<file path="src/design/decode_pkg.sv">
`default_nettype none

package decode_pkg;

    localparam int xlen       = 32;
    localparam int reg_addr_w = 5;

    // one-hot alu operation, bit positions
    localparam int alu_op_w = 12;
    localparam int alu_add  = 0;
    localparam int alu_sub  = 1;
    localparam int alu_slt  = 2;
    localparam int alu_sltu = 3;
    localparam int alu_and  = 4;
    localparam int alu_nor  = 5;
    localparam int alu_or   = 6;
    localparam int alu_xor  = 7;
    localparam int alu_sll  = 8;
    localparam int alu_srl  = 9;
    localparam int alu_sra  = 10;
    localparam int alu_lui  = 11;

    // load mode: bit 0 valid, bit 1 half, bit 2 unsigned, bit 3 word
    localparam int load_mode_w = 4;
    localparam logic [load_mode_w-1:0] load_none = 4'b0000;
    localparam logic [load_mode_w-1:0] load_b    = 4'b0001;
    localparam logic [load_mode_w-1:0] load_bu   = 4'b0101;
    localparam logic [load_mode_w-1:0] load_h    = 4'b0011;
    localparam logic [load_mode_w-1:0] load_hu   = 4'b0111;
    localparam logic [load_mode_w-1:0] load_w    = 4'b1111;

    // store byte enables
    localparam int mem_we_w = 4;
    localparam logic [mem_we_w-1:0] store_none = 4'b0000;
    localparam logic [mem_we_w-1:0] store_b    = 4'b0001;
    localparam logic [mem_we_w-1:0] store_h    = 4'b0011;
    localparam logic [mem_we_w-1:0] store_w    = 4'b1111;

    // immediate kinds, decoder to operand select
    localparam logic [1:0] imm_si12 = 2'd0;
    localparam logic [1:0] imm_ui12 = 2'd1;
    localparam logic [1:0] imm_si20 = 2'd2;

    typedef struct packed {
        logic [16:0]           opcode;
        logic [reg_addr_w-1:0] rk;
        logic [reg_addr_w-1:0] rj;
        logic [reg_addr_w-1:0] rd;
    } fmt_3r_t;

    typedef struct packed {
        logic [9:0]            opcode;
        logic [11:0]           imm12;
        logic [reg_addr_w-1:0] rj;
        logic [reg_addr_w-1:0] rd;
    } fmt_2ri12_t;

    typedef struct packed {
        logic [6:0]            opcode;
        logic [19:0]           imm20;
        logic [reg_addr_w-1:0] rd;
    } fmt_1ri20_t;

    // same 32 bits, three formats
    typedef union packed {
        fmt_3r_t    fmt_3r;
        fmt_2ri12_t fmt_2ri12;
        fmt_1ri20_t fmt_1ri20;
    } inst_word_t;

endpackage

`default_nettype wire

</file>
<file path="src/design/inst_decoder.sv">
`timescale 1ns/1ps
`default_nettype none

module inst_decoder import decode_pkg::*; (
    input  inst_word_t              inst,
    output logic [alu_op_w-1:0]     alu_op,
    output logic [1:0]              imm_kind,
    output logic                    src1_is_pc,
    output logic                    src2_is_imm,
    output logic                    src2_is_rd,
    output logic                    uses_rj,
    output logic                    uses_rk,
    output logic                    gr_we,
    output logic [mem_we_w-1:0]     mem_we,
    output logic [load_mode_w-1:0]  load_mode,
    output logic                    illegal
);

    wire [16:0] op_3r  = inst.fmt_3r.opcode;
    wire [9:0]  op_12  = inst.fmt_2ri12.opcode;
    wire [6:0]  op_20  = inst.fmt_1ri20.opcode;

    // register alu, bits 31:15
    wire is_add_w  = op_3r == 17'h00020;
    wire is_sub_w  = op_3r == 17'h00022;
    wire is_slt    = op_3r == 17'h00024;
    wire is_sltu   = op_3r == 17'h00025;
    wire is_nor    = op_3r == 17'h00028;
    wire is_and    = op_3r == 17'h00029;
    wire is_or     = op_3r == 17'h0002a;
    wire is_xor    = op_3r == 17'h0002b;
    wire is_sll_w  = op_3r == 17'h0002e;
    wire is_srl_w  = op_3r == 17'h0002f;
    wire is_sra_w  = op_3r == 17'h00030;

    // shift by ui5, also matched on bits 31:15
    wire is_slli_w = op_3r == 17'h00081;
    wire is_srli_w = op_3r == 17'h00089;
    wire is_srai_w = op_3r == 17'h00091;

    // 12-bit immediate group, bits 31:22
    wire is_slti   = op_12 == 10'h008;
    wire is_sltui  = op_12 == 10'h009;
    wire is_addi_w = op_12 == 10'h00a;
    wire is_andi   = op_12 == 10'h00d;
    wire is_ori    = op_12 == 10'h00e;
    wire is_xori   = op_12 == 10'h00f;
    wire is_ld_b   = op_12 == 10'h0a0;
    wire is_ld_h   = op_12 == 10'h0a1;
    wire is_ld_w   = op_12 == 10'h0a2;
    wire is_st_b   = op_12 == 10'h0a4;
    wire is_st_h   = op_12 == 10'h0a5;
    wire is_st_w   = op_12 == 10'h0a6;
    wire is_ld_bu  = op_12 == 10'h0a8;
    wire is_ld_hu  = op_12 == 10'h0a9;

    // 20-bit immediate group, bits 31:25
    wire is_lu12i_w   = op_20 == 7'h0a;
    wire is_pcaddu12i = op_20 == 7'h0e;

    wire is_3r = is_add_w | is_sub_w | is_slt | is_sltu | is_nor | is_and | is_or
               | is_xor | is_sll_w | is_srl_w | is_sra_w;
    wire is_shift_i = is_slli_w | is_srli_w | is_srai_w;
    wire is_arith_i = is_slti | is_sltui | is_addi_w;
    wire is_logic_i = is_andi | is_ori | is_xori;
    wire is_u20     = is_lu12i_w | is_pcaddu12i;
    wire is_load    = is_ld_b | is_ld_h | is_ld_w | is_ld_bu | is_ld_hu;
    wire is_store   = is_st_b | is_st_h | is_st_w;

    wire legal = is_3r | is_shift_i | is_arith_i | is_logic_i | is_u20 | is_load | is_store;

    // no match leaves every alu bit low
    assign alu_op[alu_add]  = is_add_w | is_addi_w | is_load | is_store | is_pcaddu12i;
    assign alu_op[alu_sub]  = is_sub_w;
    assign alu_op[alu_slt]  = is_slt | is_slti;
    assign alu_op[alu_sltu] = is_sltu | is_sltui;
    assign alu_op[alu_and]  = is_and | is_andi;
    assign alu_op[alu_nor]  = is_nor;
    assign alu_op[alu_or]   = is_or | is_ori;
    assign alu_op[alu_xor]  = is_xor | is_xori;
    assign alu_op[alu_sll]  = is_sll_w | is_slli_w;
    assign alu_op[alu_srl]  = is_srl_w | is_srli_w;
    assign alu_op[alu_sra]  = is_sra_w | is_srai_w;
    assign alu_op[alu_lui]  = is_lu12i_w;

    assign imm_kind = is_logic_i ? imm_ui12 :
                      is_u20     ? imm_si20 : imm_si12;

    assign src1_is_pc  = is_pcaddu12i;
    assign src2_is_imm = legal & ~is_3r;
    assign src2_is_rd  = is_store;

    // uses_rk covers the second port, rd for stores
    assign uses_rj = legal & ~is_u20;
    assign uses_rk = is_3r | is_store;

    assign gr_we   = legal & ~is_store;
    assign illegal = ~legal;

    assign mem_we = is_st_w ? store_w :
                    is_st_h ? store_h :
                    is_st_b ? store_b : store_none;

    assign load_mode = is_ld_w  ? load_w  :
                       is_ld_hu ? load_hu :
                       is_ld_h  ? load_h  :
                       is_ld_bu ? load_bu :
                       is_ld_b  ? load_b  : load_none;

endmodule

`default_nettype wire

</file>
<file path="src/design/operand_select.sv">
`timescale 1ns/1ps
`default_nettype none

module operand_select import decode_pkg::*; (
    input  inst_word_t         inst,
    input  logic [xlen-1:0]    pc,
    input  logic [1:0]         imm_kind,
    input  logic               src1_is_pc,
    input  logic               src2_is_imm,
    input  logic [xlen-1:0]    rj_value,
    input  logic [xlen-1:0]    rkd_value,
    output logic [xlen-1:0]    alu_src1,
    output logic [xlen-1:0]    alu_src2,
    output logic [xlen-1:0]    store_data
);

    logic [11:0]     imm12;
    logic [19:0]     imm20;
    logic [xlen-1:0] imm;

    assign imm12 = inst.fmt_2ri12.imm12;
    assign imm20 = inst.fmt_1ri20.imm20;

    // shifts take si12 too, the alu only looks at the low five bits
    always_comb begin
        case (imm_kind)
            imm_ui12: begin
                imm = {{(xlen-12){1'b0}}, imm12};
            end
            imm_si20: begin
                imm = {imm20, 12'b0};
            end
            default: begin
                imm = {{(xlen-12){imm12[11]}}, imm12};
            end
        endcase
    end

    assign alu_src1 = src1_is_pc ? pc : rj_value;
    assign alu_src2 = src2_is_imm ? imm : rkd_value;

    // second port reads rd for stores
    assign store_data = rkd_value;

endmodule

`default_nettype wire

</file>
<file path="src/design/regfile.sv">
`timescale 1ns/1ps
`default_nettype none

module regfile import decode_pkg::*; (
    input  logic                   clk,
    input  logic [reg_addr_w-1:0]  raddr1,
    input  logic [reg_addr_w-1:0]  raddr2,
    input  logic                   we,
    input  logic [reg_addr_w-1:0]  waddr,
    input  logic [xlen-1:0]        wdata,
    output logic [xlen-1:0]        rdata1,
    output logic [xlen-1:0]        rdata2
);

    localparam int depth = 1 << reg_addr_w;

    logic [xlen-1:0] mem [depth];

    // r0 may be written, reads mask it
    always_ff @(posedge clk) begin
        if (we) begin
            mem[waddr] <= wdata;
        end
    end

    assign rdata1 = (raddr1 == '0) ? '0 : mem[raddr1];
    assign rdata2 = (raddr2 == '0) ? '0 : mem[raddr2];

endmodule

`default_nettype wire

</file>
<file path="src/design/bypass_unit.sv">
`timescale 1ns/1ps
`default_nettype none

module bypass_unit import decode_pkg::*; (
    input  logic [reg_addr_w-1:0]  raddr1,
    input  logic [reg_addr_w-1:0]  raddr2,
    input  logic                   uses_rj,
    input  logic                   uses_rk,
    input  logic [xlen-1:0]        rf_rdata1,
    input  logic [xlen-1:0]        rf_rdata2,
    input  logic                   e_we,
    input  logic [reg_addr_w-1:0]  e_dest,
    input  logic                   m_we,
    input  logic [reg_addr_w-1:0]  m_dest,
    input  logic [xlen-1:0]        m_wdata,
    input  logic                   w_we,
    input  logic [reg_addr_w-1:0]  w_dest,
    input  logic [xlen-1:0]        w_wdata,
    output logic [xlen-1:0]        rj_value,
    output logic [xlen-1:0]        rkd_value,
    output logic                   stall
);

    // r0 never matches a producer
    function automatic logic hit(
        input logic [reg_addr_w-1:0] addr,
        input logic                  we,
        input logic [reg_addr_w-1:0] dest
    );
        return we && (dest == addr) && (addr != '0);
    endfunction

    // memory stage is newer than write-back
    always_comb begin
        if (hit(raddr1, m_we, m_dest)) begin
            rj_value = m_wdata;
        end else if (hit(raddr1, w_we, w_dest)) begin
            rj_value = w_wdata;
        end else begin
            rj_value = rf_rdata1;
        end
    end

    always_comb begin
        if (hit(raddr2, m_we, m_dest)) begin
            rkd_value = m_wdata;
        end else if (hit(raddr2, w_we, w_dest)) begin
            rkd_value = w_wdata;
        end else begin
            rkd_value = rf_rdata2;
        end
    end

    // execute result not ready yet
    assign stall = (uses_rj && hit(raddr1, e_we, e_dest))
                || (uses_rk && hit(raddr2, e_we, e_dest));

endmodule

`default_nettype wire

</file>
<file path="src/design/decode_stage.sv">
`timescale 1ns/1ps
`default_nettype none

module decode_stage import decode_pkg::*; (
    input  logic                     clk,
    input  logic                     rstn,

    input  logic                     in_valid,
    output logic                     in_ready,
    input  logic [xlen-1:0]          in_pc,
    input  logic [xlen-1:0]          in_inst,

    output logic                     out_valid,
    input  logic                     out_ready,
    output logic [xlen-1:0]          out_pc,
    output logic [alu_op_w-1:0]      out_alu_op,
    output logic [xlen-1:0]          out_src1,
    output logic [xlen-1:0]          out_src2,
    output logic [xlen-1:0]          out_store_data,
    output logic                     out_gr_we,
    output logic [mem_we_w-1:0]      out_mem_we,
    output logic [load_mode_w-1:0]   out_load_mode,
    output logic [reg_addr_w-1:0]    out_dest,
    output logic                     out_illegal,

    input  logic                     e_we,
    input  logic [reg_addr_w-1:0]    e_dest,
    input  logic                     m_we,
    input  logic [reg_addr_w-1:0]    m_dest,
    input  logic [xlen-1:0]          m_wdata,
    input  logic                     w_we,
    input  logic [reg_addr_w-1:0]    w_dest,
    input  logic [xlen-1:0]          w_wdata
);

    logic            valid_q;
    logic [xlen-1:0] pc_q;
    inst_word_t      inst_q;

    logic [1:0]            imm_kind;
    logic                  src1_is_pc;
    logic                  src2_is_imm;
    logic                  src2_is_rd;
    logic                  uses_rj;
    logic                  uses_rk;
    logic [reg_addr_w-1:0] raddr1;
    logic [reg_addr_w-1:0] raddr2;
    logic [xlen-1:0]       rf_rdata1;
    logic [xlen-1:0]       rf_rdata2;
    logic [xlen-1:0]       rj_value;
    logic [xlen-1:0]       rkd_value;
    logic                  stall;

    // stage register holds at most one instruction
    assign out_valid = valid_q && !stall;
    assign in_ready  = !valid_q || (out_valid && out_ready);

    always_ff @(posedge clk) begin
        if (!rstn) begin
            valid_q <= 1'b0;
        end else if (in_ready) begin
            valid_q <= in_valid;
        end
    end

    always_ff @(posedge clk) begin
        if (in_valid && in_ready) begin
            pc_q   <= in_pc;
            inst_q <= in_inst;
        end
    end

    assign raddr1 = inst_q.fmt_3r.rj;
    assign raddr2 = src2_is_rd ? inst_q.fmt_3r.rd : inst_q.fmt_3r.rk;

    assign out_pc   = pc_q;
    assign out_dest = inst_q.fmt_3r.rd;

    inst_decoder inst_decoder_inst (
        .inst        (inst_q),
        .alu_op      (out_alu_op),
        .imm_kind    (imm_kind),
        .src1_is_pc  (src1_is_pc),
        .src2_is_imm (src2_is_imm),
        .src2_is_rd  (src2_is_rd),
        .uses_rj     (uses_rj),
        .uses_rk     (uses_rk),
        .gr_we       (out_gr_we),
        .mem_we      (out_mem_we),
        .load_mode   (out_load_mode),
        .illegal     (out_illegal)
    );

    regfile regfile_inst (
        .clk    (clk),
        .raddr1 (raddr1),
        .raddr2 (raddr2),
        .we     (w_we),
        .waddr  (w_dest),
        .wdata  (w_wdata),
        .rdata1 (rf_rdata1),
        .rdata2 (rf_rdata2)
    );

    bypass_unit bypass_unit_inst (
        .raddr1    (raddr1),
        .raddr2    (raddr2),
        .uses_rj   (uses_rj),
        .uses_rk   (uses_rk),
        .rf_rdata1 (rf_rdata1),
        .rf_rdata2 (rf_rdata2),
        .e_we      (e_we),
        .e_dest    (e_dest),
        .m_we      (m_we),
        .m_dest    (m_dest),
        .m_wdata   (m_wdata),
        .w_we      (w_we),
        .w_dest    (w_dest),
        .w_wdata   (w_wdata),
        .rj_value  (rj_value),
        .rkd_value (rkd_value),
        .stall     (stall)
    );

    operand_select operand_select_inst (
        .inst        (inst_q),
        .pc          (pc_q),
        .imm_kind    (imm_kind),
        .src1_is_pc  (src1_is_pc),
        .src2_is_imm (src2_is_imm),
        .rj_value    (rj_value),
        .rkd_value   (rkd_value),
        .alu_src1    (out_src1),
        .alu_src2    (out_src2),
        .store_data  (out_store_data)
    );

endmodule

`default_nettype wire

</file>
<file path="config.mk">
export PLATFORM = sky130hd
export DESIGN_NAME = decode_stage
export DESIGN_NICKNAME = d
export VERILOG_FILES = /design/src/design/decode_pkg.sv /design/src/design/inst_decoder.sv /design/src/design/operand_select.sv /design/src/design/regfile.sv /design/src/design/bypass_unit.sv /design/src/design/decode_stage.sv
export SDC_FILE = /design/constraint.sdc
export NUM_CORES = 2
export LEC_CHECK = 0
export BUFFER_PORTS_ARGS = -buffer_cell sky130_fd_sc_hd__buf_2
export CAP_MARGIN = 20
export CORE_ASPECT_RATIO = 1.5
export CORE_MARGIN = 2
export CORE_UTILIZATION = 64
export CTS_BUF_LIST = sky130_fd_sc_hd__clkbuf_8
export CTS_CLUSTER_SIZE = 8
export DETAILED_ROUTE_END_ITERATION = 10
export PLACE_DENSITY = 0.87
export SKIP_LAST_GASP = 1
export SLEW_MARGIN = 20
export SYNTH_ARGS = -nofsm -noshare
export SYNTH_HDL_FRONTEND = slang
export SYNTH_SLANG_ARGS = --single-unit
</file>
<file path="constraint.sdc">
create_clock -name clk -period 4 [get_ports clk]
set_input_delay 0.4 -clock clk [delete_from_list [all_inputs] [get_ports clk]]
set_output_delay 0.4 -clock clk [all_outputs]
set_load 0.05 [all_outputs]
</file>
==> results of run 1 <==
## logic make-up after synthesis
| group | synth area share, % |
|---|---|
| compound gates | 9.504 |
| xor+xnor | 0.4465 |
| buf+inv | 2.825 |
| flops | 61.91 |
| mux | 18.25 |
| simple gates | 7.059 |
## Yosys cell counts (7+ instances only)
master     count  area share (%)
nand2b_1       7           0.083
nor2_1        91            0.64
clkbuf_1     177             1.3
or4_1         15            0.21
nor2b_1        7           0.083
nand2_1      558             4.0
a22oi_1       35            0.50
or3_1         10            0.12
mux4_2       320              14
buf_2         74            0.70
a32o_1        10            0.19
buf_4         17            0.24
and3_1        48            0.57
a31oi_1       31            0.37
edfxtp_1    1088              62
nand3_1       56            0.53
a32oi_1      163             2.7
xnor2_1       22            0.36
a2111oi_0     13            0.21
nor3_1         7           0.066
nor4_1        26            0.31
mux2i_1      193             3.6
o21ai_0       53            0.50
a221oi_1      29            0.48
a21oi_1      202             1.9
mux2_2        41            0.87
a222oi_1      18            0.34
inv_1         29            0.21
a221o_1       33            0.62
buf_1         44            0.31
a211oi_1      62            0.88
o22ai_1       13            0.15
## layer usage
layer | GRT overflow | track usage, %
met1 | 41 | 78.60
met2 | 129 | 92.03
met3 | 39 | 75.74
met4 | 80 | 77.76
met5 | 0 | 58.19
## what timing repair did
| item | 4_1_cts |
|---|---|
| setup endpoints to repair | 99 |
| buffers inserted | 128 |
| hold endpoints to repair | 82 |
| cloned | 58 |
| hold buffers | 67 |
| pin swaps | 153 |
| gates resized for setup | 502 |
## stage by stage
stage               hold slack (ns)  instance area (um2)
floorplan                    0.4989                53060
global placement             0.5762                58160
detailed placement           0.5781                58160
CTS                        0.001129                66350
==> impl_metrics.yaml, run 1 <==
status:
  status: "did not finish"
  haltStage: "global routing"
  error: "[ERROR GRT-0232] Routing congestion too high. Check the congestion heatmap in the GUI."
die:
  core.rowCount: 129
  initial_core_util_pct: 64.47
  boundaryPins: 307
  dieWidth_um: 238.9
  die_y_um: 356.3
synth:
  syn-cell-area_mm2: 0.05296
  yosys_warnings: 0
  ys_ff_latch: 1094
  synth_edf_count: 1088
  syn-num-nets: 3732
  synth-async-reset-ratio_pct: 0
  synth_cells: 3582
  synthFlopType: "edfxtp_1"
  syn_avg_cell_area_um2: 14.79
  ys_seq_area_share_pct: 61.91
  ys_types: 76
global_routing:
  grt_max_degree: 65
  grt.total_usage_pct: 81.21
  grt_overflow_total: 289
placed_design:
  dp_hpwl_um: 117100
  dp_cells: 4894
  place.gp.congestion: 1.004
  portBuffers: 306
  pre_cts_slack_ns: -0.09451
clocking:
  clockBufferDepth: 3
  cts_sinks: 1094
  htreeDepth: 4
  root_buffer: "clkbuf_8"
  numCtsBuffers: 166
==> run 2, diff against run 1 <==
CORE_ASPECT_RATIO = not set   (was 1.5)
CORE_UTILIZATION = 40   (was 64)
CTS_BUF_LIST = not set   (was sky130_fd_sc_hd__clkbuf_8)
CTS_CLUSTER_SIZE = not set   (was 8)
PLACE_DENSITY = not set   (was 0.87)
PLACE_DENSITY_LB_ADDON = 0.15   (was not set)
==> impl_metrics.yaml, run 2 <==
status:
  status: "complete, but fails checks"
  violations: "setup timing"
synth:
  ys_ff_latch: 1094
  syn-cell-area_mm2: 0.05296
  yosys-top-cells-area: "edfxtp_1 (62%), mux4_2 (14%), nand2_1 (4.0%), mux2i_1 (3.6%), a32oi_1 (2.7%)"
  ys_seq_area_share_pct: 61.91
  synth_largest_area_cell: "edfxtp_1"
  synth-async-reset-ratio_pct: 0
  syn_avg_cell_area_um2: 14.79
  synth_common_cells: "edfxtp_1 (1088), nand2_1 (558), mux4_2 (320), a21oi_1 (202), mux2i_1 (193)"
  synthFlopType: "edfxtp_1"
  syn-num-nets: 3732
  synth_cells: 3582
  yosysMostFrequentCell: "edfxtp_1"
  yosysTopAreaCellShare_pct: 61.69
  synth_edf_count: 1088
  ys_types: 76
  yosys_warnings: 0
hold_path:
  min_from: "w_wdata[25]"
  hold_class: "in -> reg"
final_layout:
  layout_common_cells: "edfxtp_1 (1088), nand2_1 (537), buf_4 (350)"
  largest_reg_flops: 1024
  fill_cells: 10580
  final_common_cell: "edfxtp_1"
  seqCellArea_mm2: 0.03281
  drive_above_1_share_pct: 39.90
  final_cells: 6227
  nNetsFinal: 4516
  syn2layout_area_growth_pct: 34.03
  multi_input_area_mm2: 0.02087
  top_register: "regfile_inst.mem"
clocking:
  cts_tree: "done"
  clockBufferDepth: 3
  root_buffer: "clkbuf_16"
  clkSlewWorstSetupHoldPaths_ns: 0.06
  numCtsBuffers: 118
  htreeDepth: 3
  cts_sinks: 1094
  insertion_delay_ns: 0.77
detailed_routing:
  first_iter_violations: 6439
  viasPerCell: 6.620
  dr.pass1.iters: 7
  wire_per_inst_um: 36.95
  num_vias: 41220
  antenna_left: 0
  drc: 0
  totalWireLength_um: 230100
sta:
  fin_ws_ns: -0.6734
  skew_ns: 0.03972
  setup_viol: 97
  post-route-period-util_pct: 116.8
  finalHoldViolCount: 0
  finalWorstPathRequiredPeriod_ns: 4.673
  fmax_mhz: 214.0
  rsz0062_at_grt: "yes"
  drv_slew: 0
  tightest_slew_ns: 1.104
  maxSlewHeadroom_pct: 26.42
pwr:
  p_per_area_mw_per_mm2: 444.5
  peakVddDrop_mv: 0.3930
  p_leak_nw: 24.85
  total_power_mw: 31.55
global_routing:
  grt_overflow_total: 0
  grt_max_degree: 46
  grt.total_usage_pct: 31.89
  grt_pass1_vias: 38250
  antenna_found_initial: 11
  grt_pass1_wl_um: 303000
critical_path:
  end_kind: "primary output"
  crit_family: "buffers and inverters"
  critPathBufInv: 9
  cp.required_ns: 3.60
  slowest_stage: "edfxtp_1"
  cp-start-kind: "flop"
  cpMostUsedCell: "buf_6"
  r2r-start: "inst_q[23]"
  slowest_delay_ns: 0.41
  critPathArrivalTime_ns: 4.27
  path_cells: "buf_6, a211oi_4, buf_4, nand3_4, buf_12, buf_6, mux2i_4, buf_12, buf_16, a32oi_1, a31oi_2, nor4_1, buf_4, a222oi_1, inv_1, buf_6"
  criticalPathCategory: "reg -> out"
  worstPathMaxFanout: 8
  setup.worst_path.start: "inst_q[23]"
die:
  die_y_um: 367.9
  initial_core_util_pct: 40.29
  dieWidth_um: 367.9
  die_area_mm2: 0.1353
  core_mm2: 0.1315
  core.rowCount: 133
  boundaryPins: 307
placed_design:
  dp_hpwl_um: 133600
  dp_cells: 5680
  place.gp.congestion: 0.9052
  portBuffers: 306
job:
  max_cap_violations: 0
run 2: cell counts after synthesis:
Identical to the previous run, type by type.
run 2: what timing repair did:
action | in CTS | in global routing
gates cloned | 24 | 41
setup endpoints to repair | 99 | 108
pin swaps | 77 | 165
gates resized for setup | 236 | 481
hold endpoints to repair | 78 | 0
hold buffers | 69 | 0
setup buffers | 59 | 136
run 2: layout make-up:
type | count | share of cell area [%]
sequential | 1094 | 46.22
multi-input combinational | 2141 | 29.41
timing repair buffer | 981 | 15.59
clock buffer | 141 | 4.341
tap | 1755 | 3.093
clock inverter | 82 | 1.177
inverter | 30 | 0.1657
antenna | 3 | 0.01058
run 2: cell families after synthesis:
| group | synth area share (%) |
|---|---|
| compound gates | 9.504 |
| xor+xnor | 0.4465 |
| buf+inv | 2.825 |
| flops | 61.91 |
| mux | 18.25 |
| simple gates | 7.059 |
run 2: final timing paths:
path,to,slack (ns),cells past startpoint
hold reg to reg,flop,0.70,2
hold / removal,regfile_inst.mem[4][25],0.04,1
setup reg to reg,out_pc[12],0.15,16
setup / recovery,out_store_data[25],-0.67,16
run 2: stage by stage:
stage                     setup TNS (ns)  utilization [%]  area (um2)  worst slack (ns)  hold WS (ns)
final                             -40.71            54.00       70980           -0.6734       0.04434
after floorplan                        0                -       53060            0.1250        0.4989
after CTS                         -48.51            50.93       66960           -0.6478      0.007353
after detailed placement          -1.472            45.64       60000           -0.2590        0.5781
after global placement            -1.186            45.64       60000           -0.2386        0.5763
after global routing              -51.00            53.99       70980           -0.7982       0.01363
run 2: power breakdown:
group          internal, mW  total, mW  switching, mW
clock                  6.40       11.3           4.86
sequential             12.8       13.0          0.149
combinational          3.19       7.34           4.15
run 2: per-layer routing:
layer | up-vias | wire length, um | global-route usage, %
met1 | 21200 | 87010 | 44.45
li1 | 16190 | - | -
met5 | - | 53 | 0
met2 | 3242 | 100900 | 47.94
met4 | 8 | 11160 | 11.99
met3 | 585 | 30960 | 8.417
Note: power is estimated with default switching activity, not from simulation.
